<file path="src/common/qq_config.svh">
`ifndef QQ_CONFIG_SVH
`define QQ_CONFIG_SVH

// Key width in bits
`define QQ_KEY_W 32

// Number of slots in the key RAM
`define QQ_DEPTH 16

// Slot index width, log2 of the depth
`define QQ_ADDR_W 4

// Cycles from a stable RAM address to valid read data
`define QQ_RD_LAT 2

`endif

</file>
<file path="src/common/qq_pkg.sv">
`default_nettype none

`include "qq_config.svh"

package qq_pkg;

  typedef logic [`QQ_KEY_W-1:0]  key_t;
  typedef logic [`QQ_ADDR_W-1:0] addr_t;
  typedef logic [`QQ_ADDR_W:0]   cnt_t;  // One extra bit so a full queue fits

  // Controller states
  typedef enum logic [3:0] {
    IDLE,
    FILL_ENQ,     // Load new key, restart index
    EMPTY_ENQ,    // Direct write of slot 0
    COMPARE_ENQ,
    SWAP_ENQ,
    CNT_INC,      // Step index up, restart read
    ENQ_BUFFER,   // Read wait of the upward walk
    TAIL_WRITE,
    DEQ_LOCATE,
    FILL_DEQ,     // Load sentinel, first read wait
    DEQ_SWAP,
    CNT_DEC,      // Step index down
    DEQ_DONE
  } qq_state_t;

  // Holding register action per cycle
  typedef enum logic [1:0] {
    VR_HOLD,
    VR_LOAD_IN,
    VR_LOAD_SENT,
    VR_SWAP
  } vr_mode_t;

endpackage

`default_nettype wire

</file>
<file path="src/control/qq_control_fsm.sv">
`timescale 1ns/1ps
`default_nettype none

module qq_control_fsm (
  input  logic             clk,
  input  logic             rst,
  input  logic             enq,
  input  logic             deq,
  input  logic             full,
  input  logic             empty,
  input  logic             at_tail,
  input  logic             wait_done,
  input  logic             lt,
  output qq_pkg::vr_mode_t vr_mode,
  output logic             ram_we,
  output logic             idx_clr,
  output logic             idx_ld_tail,
  output logic             idx_inc,
  output logic             idx_dec,
  output logic             cnt_inc,
  output logic             cnt_dec,
  output logic             wait_start,
  output logic             key_valid,
  output logic             busy
);

  import qq_pkg::*;

  qq_state_t state;
  qq_state_t next;

  always_ff @(posedge clk)
  begin
    if (rst)
    begin
      state <= IDLE;
    end
    else
    begin
      state <= next;
    end
  end

  assign busy = (state != IDLE);

  always_comb
  begin
    next        = state;
    vr_mode     = VR_HOLD;
    ram_we      = 1'b0;
    idx_clr     = 1'b0;
    idx_ld_tail = 1'b0;
    idx_inc     = 1'b0;
    idx_dec     = 1'b0;
    cnt_inc     = 1'b0;
    cnt_dec     = 1'b0;
    wait_start  = 1'b0;
    key_valid   = 1'b0;

    case (state)
      IDLE:
      begin
        // enq wins over deq, even when it is dropped for full
        if (enq)
        begin
          if (!full)
          begin
            next = FILL_ENQ;
          end
        end
        else if (deq && !empty)
        begin
          next = DEQ_LOCATE;
        end
      end

      ////////////////////////////////////////////////////////////
      // Enqueue, upward walk from slot 0
      ////////////////////////////////////////////////////////////
      FILL_ENQ:
      begin
        vr_mode    = VR_LOAD_IN;
        idx_clr    = 1'b1;
        wait_start = 1'b1;
        next       = empty ? EMPTY_ENQ : ENQ_BUFFER;
      end

      EMPTY_ENQ:
      begin
        ram_we  = 1'b1;   // Index already 0
        cnt_inc = 1'b1;
        next    = IDLE;
      end

      ENQ_BUFFER:
      begin
        if (at_tail)
        begin
          next = TAIL_WRITE;
        end
        else if (wait_done)
        begin
          next = COMPARE_ENQ;
        end
      end

      COMPARE_ENQ:
      begin
        next = lt ? SWAP_ENQ : CNT_INC;
      end

      SWAP_ENQ:
      begin
        // Held key into the slot, stored key into the register
        ram_we  = 1'b1;
        vr_mode = VR_SWAP;
        next    = CNT_INC;
      end

      CNT_INC:
      begin
        idx_inc    = 1'b1;
        wait_start = 1'b1;
        next       = ENQ_BUFFER;
      end

      TAIL_WRITE:
      begin
        ram_we  = 1'b1;
        cnt_inc = 1'b1;
        next    = IDLE;
      end

      ////////////////////////////////////////////////////////////
      // Dequeue, downward walk from the tail slot
      ////////////////////////////////////////////////////////////
      DEQ_LOCATE:
      begin
        idx_ld_tail = 1'b1;
        wait_start  = 1'b1;
        next        = FILL_DEQ;
      end

      FILL_DEQ:
      begin
        vr_mode = VR_LOAD_SENT;
        if (wait_done)
        begin
          next = DEQ_SWAP;
        end
      end

      DEQ_SWAP:
      begin
        if (wait_done)   // Read of the next lower slot
        begin
          ram_we  = 1'b1;
          vr_mode = VR_SWAP;
          next    = CNT_DEC;
        end
      end

      CNT_DEC:
      begin
        if (at_tail)
        begin
          next = DEQ_DONE;   // Slot 0 swapped, minimum is held
        end
        else
        begin
          idx_dec    = 1'b1;
          wait_start = 1'b1;
          next       = DEQ_SWAP;
        end
      end

      DEQ_DONE:
      begin
        key_valid = 1'b1;
        cnt_dec   = 1'b1;
        next      = IDLE;
      end

      default:
      begin
        next = IDLE;
      end
    endcase
  end

endmodule

`default_nettype wire

</file>
<file path="src/datapath/qq_vector_reg.sv">
`timescale 1ns/1ps
`default_nettype none

module qq_vector_reg (
  input  logic             clk,
  input  logic             rst,
  input  qq_pkg::vr_mode_t vr_mode,
  input  qq_pkg::key_t     key_in,
  input  qq_pkg::key_t     rd_data,
  output qq_pkg::key_t     held_key,
  output logic             lt
);

  import qq_pkg::*;

  // All ones fills a vacated slot, so no input key may take this value
  localparam key_t SENTINEL = '1;

  key_t held_next;

  ////////////////////////////////////////////////////////////
  // Source select
  ////////////////////////////////////////////////////////////
  always_comb
  begin
    case (vr_mode)
      VR_LOAD_IN:   held_next = key_in;
      VR_LOAD_SENT: held_next = SENTINEL;
      VR_SWAP:      held_next = rd_data;   // Slot content moves into the register
      default:      held_next = held_key;
    endcase
  end

  always_ff @(posedge clk)
  begin
    if (rst)
    begin
      held_key <= SENTINEL;
    end
    else
    begin
      held_key <= held_next;
    end
  end

  // Swap decision of the upward walk
  // Strict compare keeps equal keys in place
  assign lt = (held_key < rd_data);

endmodule

`default_nettype wire

</file>
<file path="src/verilog/qq_key_ram.sv">
`timescale 1ns/1ps
`default_nettype none

`include "qq_config.svh"

module qq_key_ram (
  input  logic          clk,
  input  logic          we,
  input  qq_pkg::addr_t addr,
  input  qq_pkg::key_t  wr_data,
  output qq_pkg::key_t  rd_data
);

  import qq_pkg::*;

  key_t mem [`QQ_DEPTH];
  key_t rd_q;   // First read stage

  // Write port
  always_ff @(posedge clk)
  begin
    if (we)
    begin
      mem[addr] <= wr_data;
    end
  end

  // Two read stages, old data on a same-slot write
  always_ff @(posedge clk)
  begin
    rd_q    <= mem[addr];
    rd_data <= rd_q;
  end

endmodule

`default_nettype wire

</file>
<file path="src/verilog/qq_addr_ctrl.sv">
`timescale 1ns/1ps
`default_nettype none

`include "qq_config.svh"

module qq_addr_ctrl (
  input  logic          clk,
  input  logic          rst,
  input  logic          idx_clr,
  input  logic          idx_ld_tail,
  input  logic          idx_inc,
  input  logic          idx_dec,
  input  logic          cnt_inc,
  input  logic          cnt_dec,
  input  logic          wait_start,
  output qq_pkg::addr_t idx,
  output qq_pkg::cnt_t  count,
  output logic          full,
  output logic          empty,
  output logic          at_tail,
  output logic          wait_done
);

  import qq_pkg::*;

  localparam int WAIT_W = $clog2(`QQ_RD_LAT + 1);

  cnt_t              last_slot;
  logic              walk_down;   // Set by a tail load, cleared by an index clear
  logic [WAIT_W-1:0] wait_cnt;

  assign last_slot = count - cnt_t'(1);

  ////////////////////////////////////////////////////////////
  // Slot index
  ////////////////////////////////////////////////////////////
  always_ff @(posedge clk)
  begin
    if (rst)
    begin
      idx       <= '0;
      walk_down <= 1'b0;
    end
    else if (idx_clr)
    begin
      idx       <= '0;
      walk_down <= 1'b0;
    end
    else if (idx_ld_tail)
    begin
      idx       <= last_slot[`QQ_ADDR_W-1:0];
      walk_down <= 1'b1;
    end
    else if (idx_inc)
    begin
      idx <= idx + addr_t'(1);
    end
    else if (idx_dec)
    begin
      idx <= idx - addr_t'(1);
    end
  end

  // Occupancy
  always_ff @(posedge clk)
  begin
    if (rst)
    begin
      count <= '0;
    end
    else if (cnt_inc && !full)
    begin
      count <= count + cnt_t'(1);
    end
    else if (cnt_dec && !empty)
    begin
      count <= count - cnt_t'(1);
    end
  end

  // Read latency timer, counts down from the edge that moves the index
  always_ff @(posedge clk)
  begin
    if (rst)
    begin
      wait_cnt <= '0;
    end
    else if (wait_start)
    begin
      wait_cnt <= WAIT_W'(`QQ_RD_LAT);
    end
    else if (wait_cnt != '0)
    begin
      wait_cnt <= wait_cnt - 1'b1;
    end
  end

  assign wait_done = (wait_cnt == '0);   // Stays high until the next start
  assign full      = (count == cnt_t'(`QQ_DEPTH));
  assign empty     = (count == '0);

  // End of the walk in either direction
  assign at_tail = walk_down ? (idx == '0) : ({1'b0, idx} == count);

endmodule

`default_nettype wire

</file>
<file path="src/verilog/quick_queue.sv">
`timescale 1ns/1ps
`default_nettype none

module quick_queue (
  input  logic         clk,
  input  logic         rst,
  input  logic         enq,
  input  logic         deq,
  input  qq_pkg::key_t key_in,
  output qq_pkg::key_t key_out,
  output logic         key_valid,
  output logic         busy,
  output logic         full,
  output logic         empty,
  output qq_pkg::cnt_t count
);

  import qq_pkg::*;

  ////////////////////////////////////////////////////////////
  // Internal nets
  ////////////////////////////////////////////////////////////
  vr_mode_t vr_mode;
  logic     ram_we;
  logic     idx_clr;
  logic     idx_ld_tail;
  logic     idx_inc;
  logic     idx_dec;
  logic     cnt_inc;
  logic     cnt_dec;
  logic     wait_start;
  logic     at_tail;
  logic     wait_done;
  logic     lt;
  addr_t    idx;
  key_t     held_key;
  key_t     rd_data;

  assign key_out = held_key;   // Dequeued key after DEQ_DONE

  qq_control_fsm u_control_fsm (
    .clk         (clk),
    .rst         (rst),
    .enq         (enq),
    .deq         (deq),
    .full        (full),
    .empty       (empty),
    .at_tail     (at_tail),
    .wait_done   (wait_done),
    .lt          (lt),
    .vr_mode     (vr_mode),
    .ram_we      (ram_we),
    .idx_clr     (idx_clr),
    .idx_ld_tail (idx_ld_tail),
    .idx_inc     (idx_inc),
    .idx_dec     (idx_dec),
    .cnt_inc     (cnt_inc),
    .cnt_dec     (cnt_dec),
    .wait_start  (wait_start),
    .key_valid   (key_valid),
    .busy        (busy)
  );

  qq_addr_ctrl u_addr_ctrl (
    .clk         (clk),
    .rst         (rst),
    .idx_clr     (idx_clr),
    .idx_ld_tail (idx_ld_tail),
    .idx_inc     (idx_inc),
    .idx_dec     (idx_dec),
    .cnt_inc     (cnt_inc),
    .cnt_dec     (cnt_dec),
    .wait_start  (wait_start),
    .idx         (idx),
    .count       (count),
    .full        (full),
    .empty       (empty),
    .at_tail     (at_tail),
    .wait_done   (wait_done)
  );

  qq_vector_reg u_vector_reg (
    .clk      (clk),
    .rst      (rst),
    .vr_mode  (vr_mode),
    .key_in   (key_in),
    .rd_data  (rd_data),
    .held_key (held_key),
    .lt       (lt)
  );

  // Held key is always the write data
  qq_key_ram u_key_ram (
    .clk     (clk),
    .we      (ram_we),
    .addr    (idx),
    .wr_data (held_key),
    .rd_data (rd_data)
  );

endmodule

`default_nettype wire

</file>
<file path="config.mk">
export PLATFORM = sky130hd
export DESIGN_NAME = quick_queue
export DESIGN_NICKNAME = d
export VERILOG_FILES = /design/src/common/qq_pkg.sv /design/src/control/qq_control_fsm.sv /design/src/datapath/qq_vector_reg.sv /design/src/verilog/qq_key_ram.sv /design/src/verilog/qq_addr_ctrl.sv /design/src/verilog/quick_queue.sv
export VERILOG_INCLUDE_DIRS = /design/src /design/src/common
export SDC_FILE = /design/constraint.sdc
export NUM_CORES = 1
export LEC_CHECK = 0
export ABC_AREA = 1
export BUFFER_PORTS_ARGS = -buffer_cell sky130_fd_sc_hd__buf_2
export CORE_MARGIN = 3
export CORE_UTILIZATION = 30
export CTS_BUF_LIST = sky130_fd_sc_hd__clkbuf_8
export DETAILED_ROUTE_END_ITERATION = 16
export GPL_ROUTABILITY_DRIVEN = 0
export GPL_TIMING_DRIVEN = 0
export PLACE_DENSITY = 0.46
export SYNTH_ARGS = -nofsm -noshare
export SYNTH_HDL_FRONTEND = slang
export SYNTH_SLANG_ARGS = --single-unit
</file>
<file path="constraint.sdc">
create_clock -name clk -period 4.05 [get_ports clk]
set_clock_uncertainty 0.1 [all_clocks]
set_input_delay 0.81 -clock clk [delete_from_list [all_inputs] [get_ports clk]]
set_output_delay 0.81 -clock clk [all_outputs]
set_load 0.01 [all_outputs]
</file>
[Word level (Yosys, flattened, before mapping)]
Memories as Yosys holds them, arrays and structs flattened. A register that Yosys moved wholly into a read port is not among the register bits.
Cells that the tools add are included.
Operators by class
  $add $sub $neg: 5
  $lt $le $gt $ge: 1
  eq/ne operators: 22
  multiplexer cells: 34
  reduce and logical (&&, ||, !) cells: 21
Operator list (count)
  case mux 32 bit (3 select lines): 1
  2-to-1 mux 4 bit: 10
  case mux 4 bit (10 select lines): 1
  < comparator 32 bit: 1
  equality test 4 bit (second input constant): 5
  equality test 4 x 3 -> 1 bit (second input constant): 4
  2-to-1 mux 1 bit: 12
  2-to-1 mux 5 bit: 2
  equality test 4 x 2 -> 1 bit (second input constant): 2
  zero test 4 bit: 2
  case mux 2 bit (4 select lines): 1
  2-to-1 mux 2 bit: 3
  2-to-1 mux 3 bit: 2
  != test 3 x 2 -> 1 bit (second input constant): 2
  nonzero test 2 bit: 3
  nonzero test 3 bit: 2
  OR reduction 2 bit: 3
  OR reduction 3 bit: 2
  adder 5 x 1 -> 5 bit (second input constant): 1
  equality test 4 x 5 -> 1 bit: 1
  equality test 5 bit (second input constant): 1
  zero test 5 bit: 1
  AND reduction 5 bit: 1
  subtractor 5 x 1 -> 5 bit (second input constant): 1
  other kinds (13): 19
Word-level totals
  register bits after elaboration: 80
  RAM bits: 512
  input bits: 36
  output and inout port bits: 41
  word-level logic and storage cells: 92
  memories kept: 1
Memory list
  u_key_ram.mem: depth 16, bits a word 32, rd ports 1, clocked after Yosys merged registers in 1, write ports 1, line qq_key_ram.sv:16  | key_t mem [`QQ_DEPTH];

[Depth between registers and ports, before layout]
  depth in word-level cells: 7
  depth in mapped cells: 16
  mapped depth without buffers: 16

[Modules after synthesis]
A second synthesis with hierarchy kept.
Second synthesis, totals
  cells, all modules: 2671
  area total of the unflattened synthesis: 26674.3 um2
Modules (own cells, without submodules)
  qq_key_ram: times used 1, cells an instance 2145, area an instance 22854.4 um2, seq. area each 16656.0 um2
  qq_vector_reg: times used 1, cells an instance 310, area an instance 2466.1 um2, seq. area each 640.6 um2
  qq_addr_ctrl: times used 1, cells an instance 131, area an instance 879.6 um2, seq. area each 240.2 um2
  qq_control_fsm: times used 1, cells an instance 85, area an instance 474.2 um2, seq. area each 80.1 um2

[Least setup slack after synthesis]
OpenSTA, ideal clock, no wires.
  path type: flip-flop to flip-flop
  start point: reg u_addr_ctrl.idx[0]
  end point: mem u_key_ram.mem[11][0] (netlist bit), enable pin
  arrival: 2.651 ns
  required time: 3.529 ns
  slack: 0.878 ns
  stages on the path, launching flop included: 7
  period minus slack after synthesis: 3.172 ns
  cell sequence: dfxtp_1 nand2_1 inv_1 clkbuf_1 clkbuf_1 nand2_1 nor2_1
RTL lines
  start, declared: line qq_addr_ctrl.sv:16  | output qq_pkg::addr_t idx,
  start signal, assigned: line qq_addr_ctrl.sv:51  | idx <= last_slot[`QQ_ADDR_W-1:0];
  start signal, assigned: line qq_addr_ctrl.sv:56  | idx <= idx + addr_t'(1);
  start signal, assigned: line qq_addr_ctrl.sv:60  | idx <= idx - addr_t'(1);
  end, declared: line qq_key_ram.sv:16
Straight into the memory's write port.

[Final worst setup path]
  start point: reg u_addr_ctrl.idx[1]
  end point: mem u_key_ram.mem[2][11] (netlist bit), enable pin
Straight into the memory's write port.

==> summary.txt <==
Status
  • Status: finished, final reports clean

Setup path
  • Worst path slowest cell: nor2_4
  • CP Data Arrival Time: approximately 4.2 ns
  • Critical Path RT: 4.33 ns
  • Stages on worst setup path: 7
  • Worst-path cell chain: inv_1 -> nor2_1 -> buf_2 -> clkbuf_1 -> nand2_1 -> nor2_4 -> buf_12
  • FF-to-FF path depth: 7
  • Critical Path Fanout Max: 19
  • Crit path buffers/inverters: 4
  • Crit path kind: register to register
  • Worst Setup End Kind: register
  • CP top delay family: buffers and inverters
  • Setup crit start kind: register
  • CP peak stage delay: 0.60 ns

Yosys
  • Avg Inst Size Synth: 14.9 µm²
  • Cell accounting for the most synthesized area: edfxtp_1
  • Ys Warns: 0
  • Count of different cell masters after synthesis: 36
  • Synth Area in Compound Gates: a little over an eighth
  • Yosys reg bits: 624
  • Synth Cell Area: around 23000 µm²
  • Syn_nets: between 1500 and 2000
  • Largest family of logic cells by synthesized area: compound AO/OA/AOI/OAI gates
  • Post-synthesis mux area share: 0.0433%
  • XOR/XNOR share of the synthesized area: 0.266%
  • Post-synth top area share: 66.6%
  • Post-Synth Adder-Cell Area: 1.98%
  • Area contributors post-synth: edfxtp_1 67%, dfxtp_1 9.7%, a22oi_1 8.3%, a21oi_1 3.3%, ha_1 1.9%
  • Simple-Gate Fraction of Synth Area: 5.02%
  • Synthesized instance count: 1553
  • Sequential area share after synthesis: 76.3%

Global route
  • Grt met1 use: 23.1%
  • GR met3 Demand/Resource: 3.43%
  • Layer with the highest usage: met2
  • Initial antenna violation count: 2
  • Met2 usage: 27.6%
  • Global route total overflow: 0
  • Largest net degree at the start of global routing: 23
  • Global-route wire length before repair: 101000 µm
  • Vias in the first global route: 14452
  • Total GRT Usage: 17.2%

Clock network
  • H-Tree Level Count: 3
  • TritonCTS Buffers: 104
  • Clock-pin slew on the worst setup and hold paths: 0.06 ns
  • Worst skew pair latency: 0.70 ns
  • Max clock buf depth: 3
  • Root buf cell: clkbuf_8
  • Clock sinks: 624
  • CTS Hold Bufs: 0
  • CTS tree: built

Detailed routing
  • Total number of vias: 14456
  • Iteration-0 DRC Markers: 1258
  • DR pass1 iterations: 5
  • Drt via density: 5.02
  • Routed Wire Length: 70400 µm
  • Drt wl/cell: 24.4 µm
  • Antenna Nets Post-Route: 0
  • Drt drc: 0

Floorplanning
  • Initial core utilization: 30.4%
  • Die footprint: approximately 80000 µm²
  • Die H: around 280 µm
  • Rows: 101
  • Io pins: 77
  • Die W: 283 µm
  • Core area: 76100 µm²

STA
  • Final Max Slew Viols: 0
  • Fmax: 0.258 GHz
  • Final hold violations: 0
  • RSZ-0062 raised after global routing: no
  • Final setup fails: 0
  • Slew headroom: 11.1%
  • Final Critical Period: 3.88 ns
  • Min Hold Slack: 0.224 ns
  • Final period util: 95.8%
  • Slew @ Worst Pin: approximately 1.3 ns

Power
  • Pwr/cell area: 726 nW/µm²
  • Max rail drop VDD: around 380 µV
  • Lkg Pwr: 9.23 nW

Min path
  • Hold path depth: 0
  • Hold WC Path Type: register to register

Placed design
  • IO buf count: 76
  • Post-placement cell count: 2675
  • Detailed Place HPWL: around 45000 µm

Finish
  • Share of cells above drive strength 1: 15.1%
  • Synth-to-layout area growth: 18.4%
  • Final Net Count: 1829
  • Post-route non-filler standard cell count: 2881

Flow run
  • Max_cap viols: 0
[worst paths after layout]
path / from / endpoint / slack (ns)
worst max-delay path: u_addr_ctrl.idx[1] / u_key_ram.mem[2][11] / 0.17
worst min-delay path: u_key_ram.rd_q[17] / u_key_ram.rd_data[17] / 0.22
worst max register to register: u_addr_ctrl.idx[1] / u_key_ram.mem[2][11] / 0.17
worst min register to register: u_key_ram.rd_q[17] / u_key_ram.rd_data[17] / 0.22
[routing by layer]
layer  vias up  part of all wire (%)  wire length (µm)
met4         0                   3.1              2190
met2       510                    47             33100
met1      7314                    44             31000
met3       109                   5.9              4140
li1       6523                     -                 -
met5         -                     0                 0
[layout by cell type, fill, tap and decap left out, drive strengths merged, types with 12 or more instances in the layout]
cell type / instances
o21ai: 12
clkbuf: 179
or4: 32
dfxtp: 112
a21oi: 151
inv: 137
nor2: 58
nand2: 111
buf: 127
edfxtp: 512
o221ai: 32
a22oi: 256
nand3: 44
ha: 35
[power by group]
part	internal, mW	leakage, nW	switching (mW)
Sequential	8.22	5.41	0.959
Combinational	1.72	2.56	3.64
Clock	2.80	1.26	2.50
[logic make-up after synthesis]
logic type,count (synthesis)
multiplexers,1
AO/OA/AOI/OAI,469
buffers and inverters,161
adder cells (fa/ha/maj),36
XOR/XNOR,7
AND/OR/NAND/NOR,255
flip-flops,624
[layout make-up]
| cell class | instances | area [µm²] |
|---|---|---|
| timing repair buffer | 98 | 803 |
| tap | 1030 | 1290 |
| inverter | 75 | 282 |
| sequential | 624 | 17600 |
| clock inverter | 76 | 347 |
| fill | 7358 | 48700 |
| multi-input combinational | 768 | 4950 |
| buffer | 86 | 359 |
| antenna | 2 | 5.00 |
| clock buffer | 122 | 1680 |
[timing repair]
| action | CTS | global route |
|---|---|---|
| setup buffers | 0 | 6 |
| resized for setup | 0 | 1 |
| setup endpoints to repair | 0 | 56 |
[sequential cells by signal, summed over array words and instances (netlist names)]
signal,count
u_addr_ctrl.count,5
u_addr_ctrl.idx,4
u_addr_ctrl.wait_cnt,2
u_addr_ctrl.walk_down,1
u_control_fsm.state,4
u_key_ram.mem,512
u_key_ram.rd_data,32
u_key_ram.rd_q,32
u_vector_reg.held_key,32
[per-stage QoR]
stage | utilization [%] | power (mW) | worst slack, ns | setup TNS [ns] | area, µm²
2_1_floorplan | - | 12.1 | 0.878 | 0 | 23100
3_3_place_gp | 32.5 | 14.6 | -2.13 | -934.75 | 24800
3_5_place_dp | 33.1 | 14.7 | 0.0875 | 0 | 25200
4_1_cts | 35.8 | 20.1 | 0.0709 | 0 | 27200
5_1_grt | 35.9 | 21.0 | 0.0160 | 0 | 27300
6_report | 35.9 | 19.8 | 0.170 | 0 | 27300
[synth_stat cells (all sizes together)]
master	count
a211oi	5
nand3	44
clkinv	2
o31ai	1
ha	35
a31oi	4
o22ai	2
o21a	1
buf	30
nand2	111
mux2i	1
edfxtp	512
or2	2
xor2	3
a21oi	151
o21bai	1
o21ai	12
clkbuf	56
dfxtp	112
and2	1
xnor2	4
nor2	58
fa	1
or4	32
nor4	1
nor3	2
inv	73
a22oi	256
o221ai	32
nand4	4
o211ai	4
(Power assumes the default switching activity.)
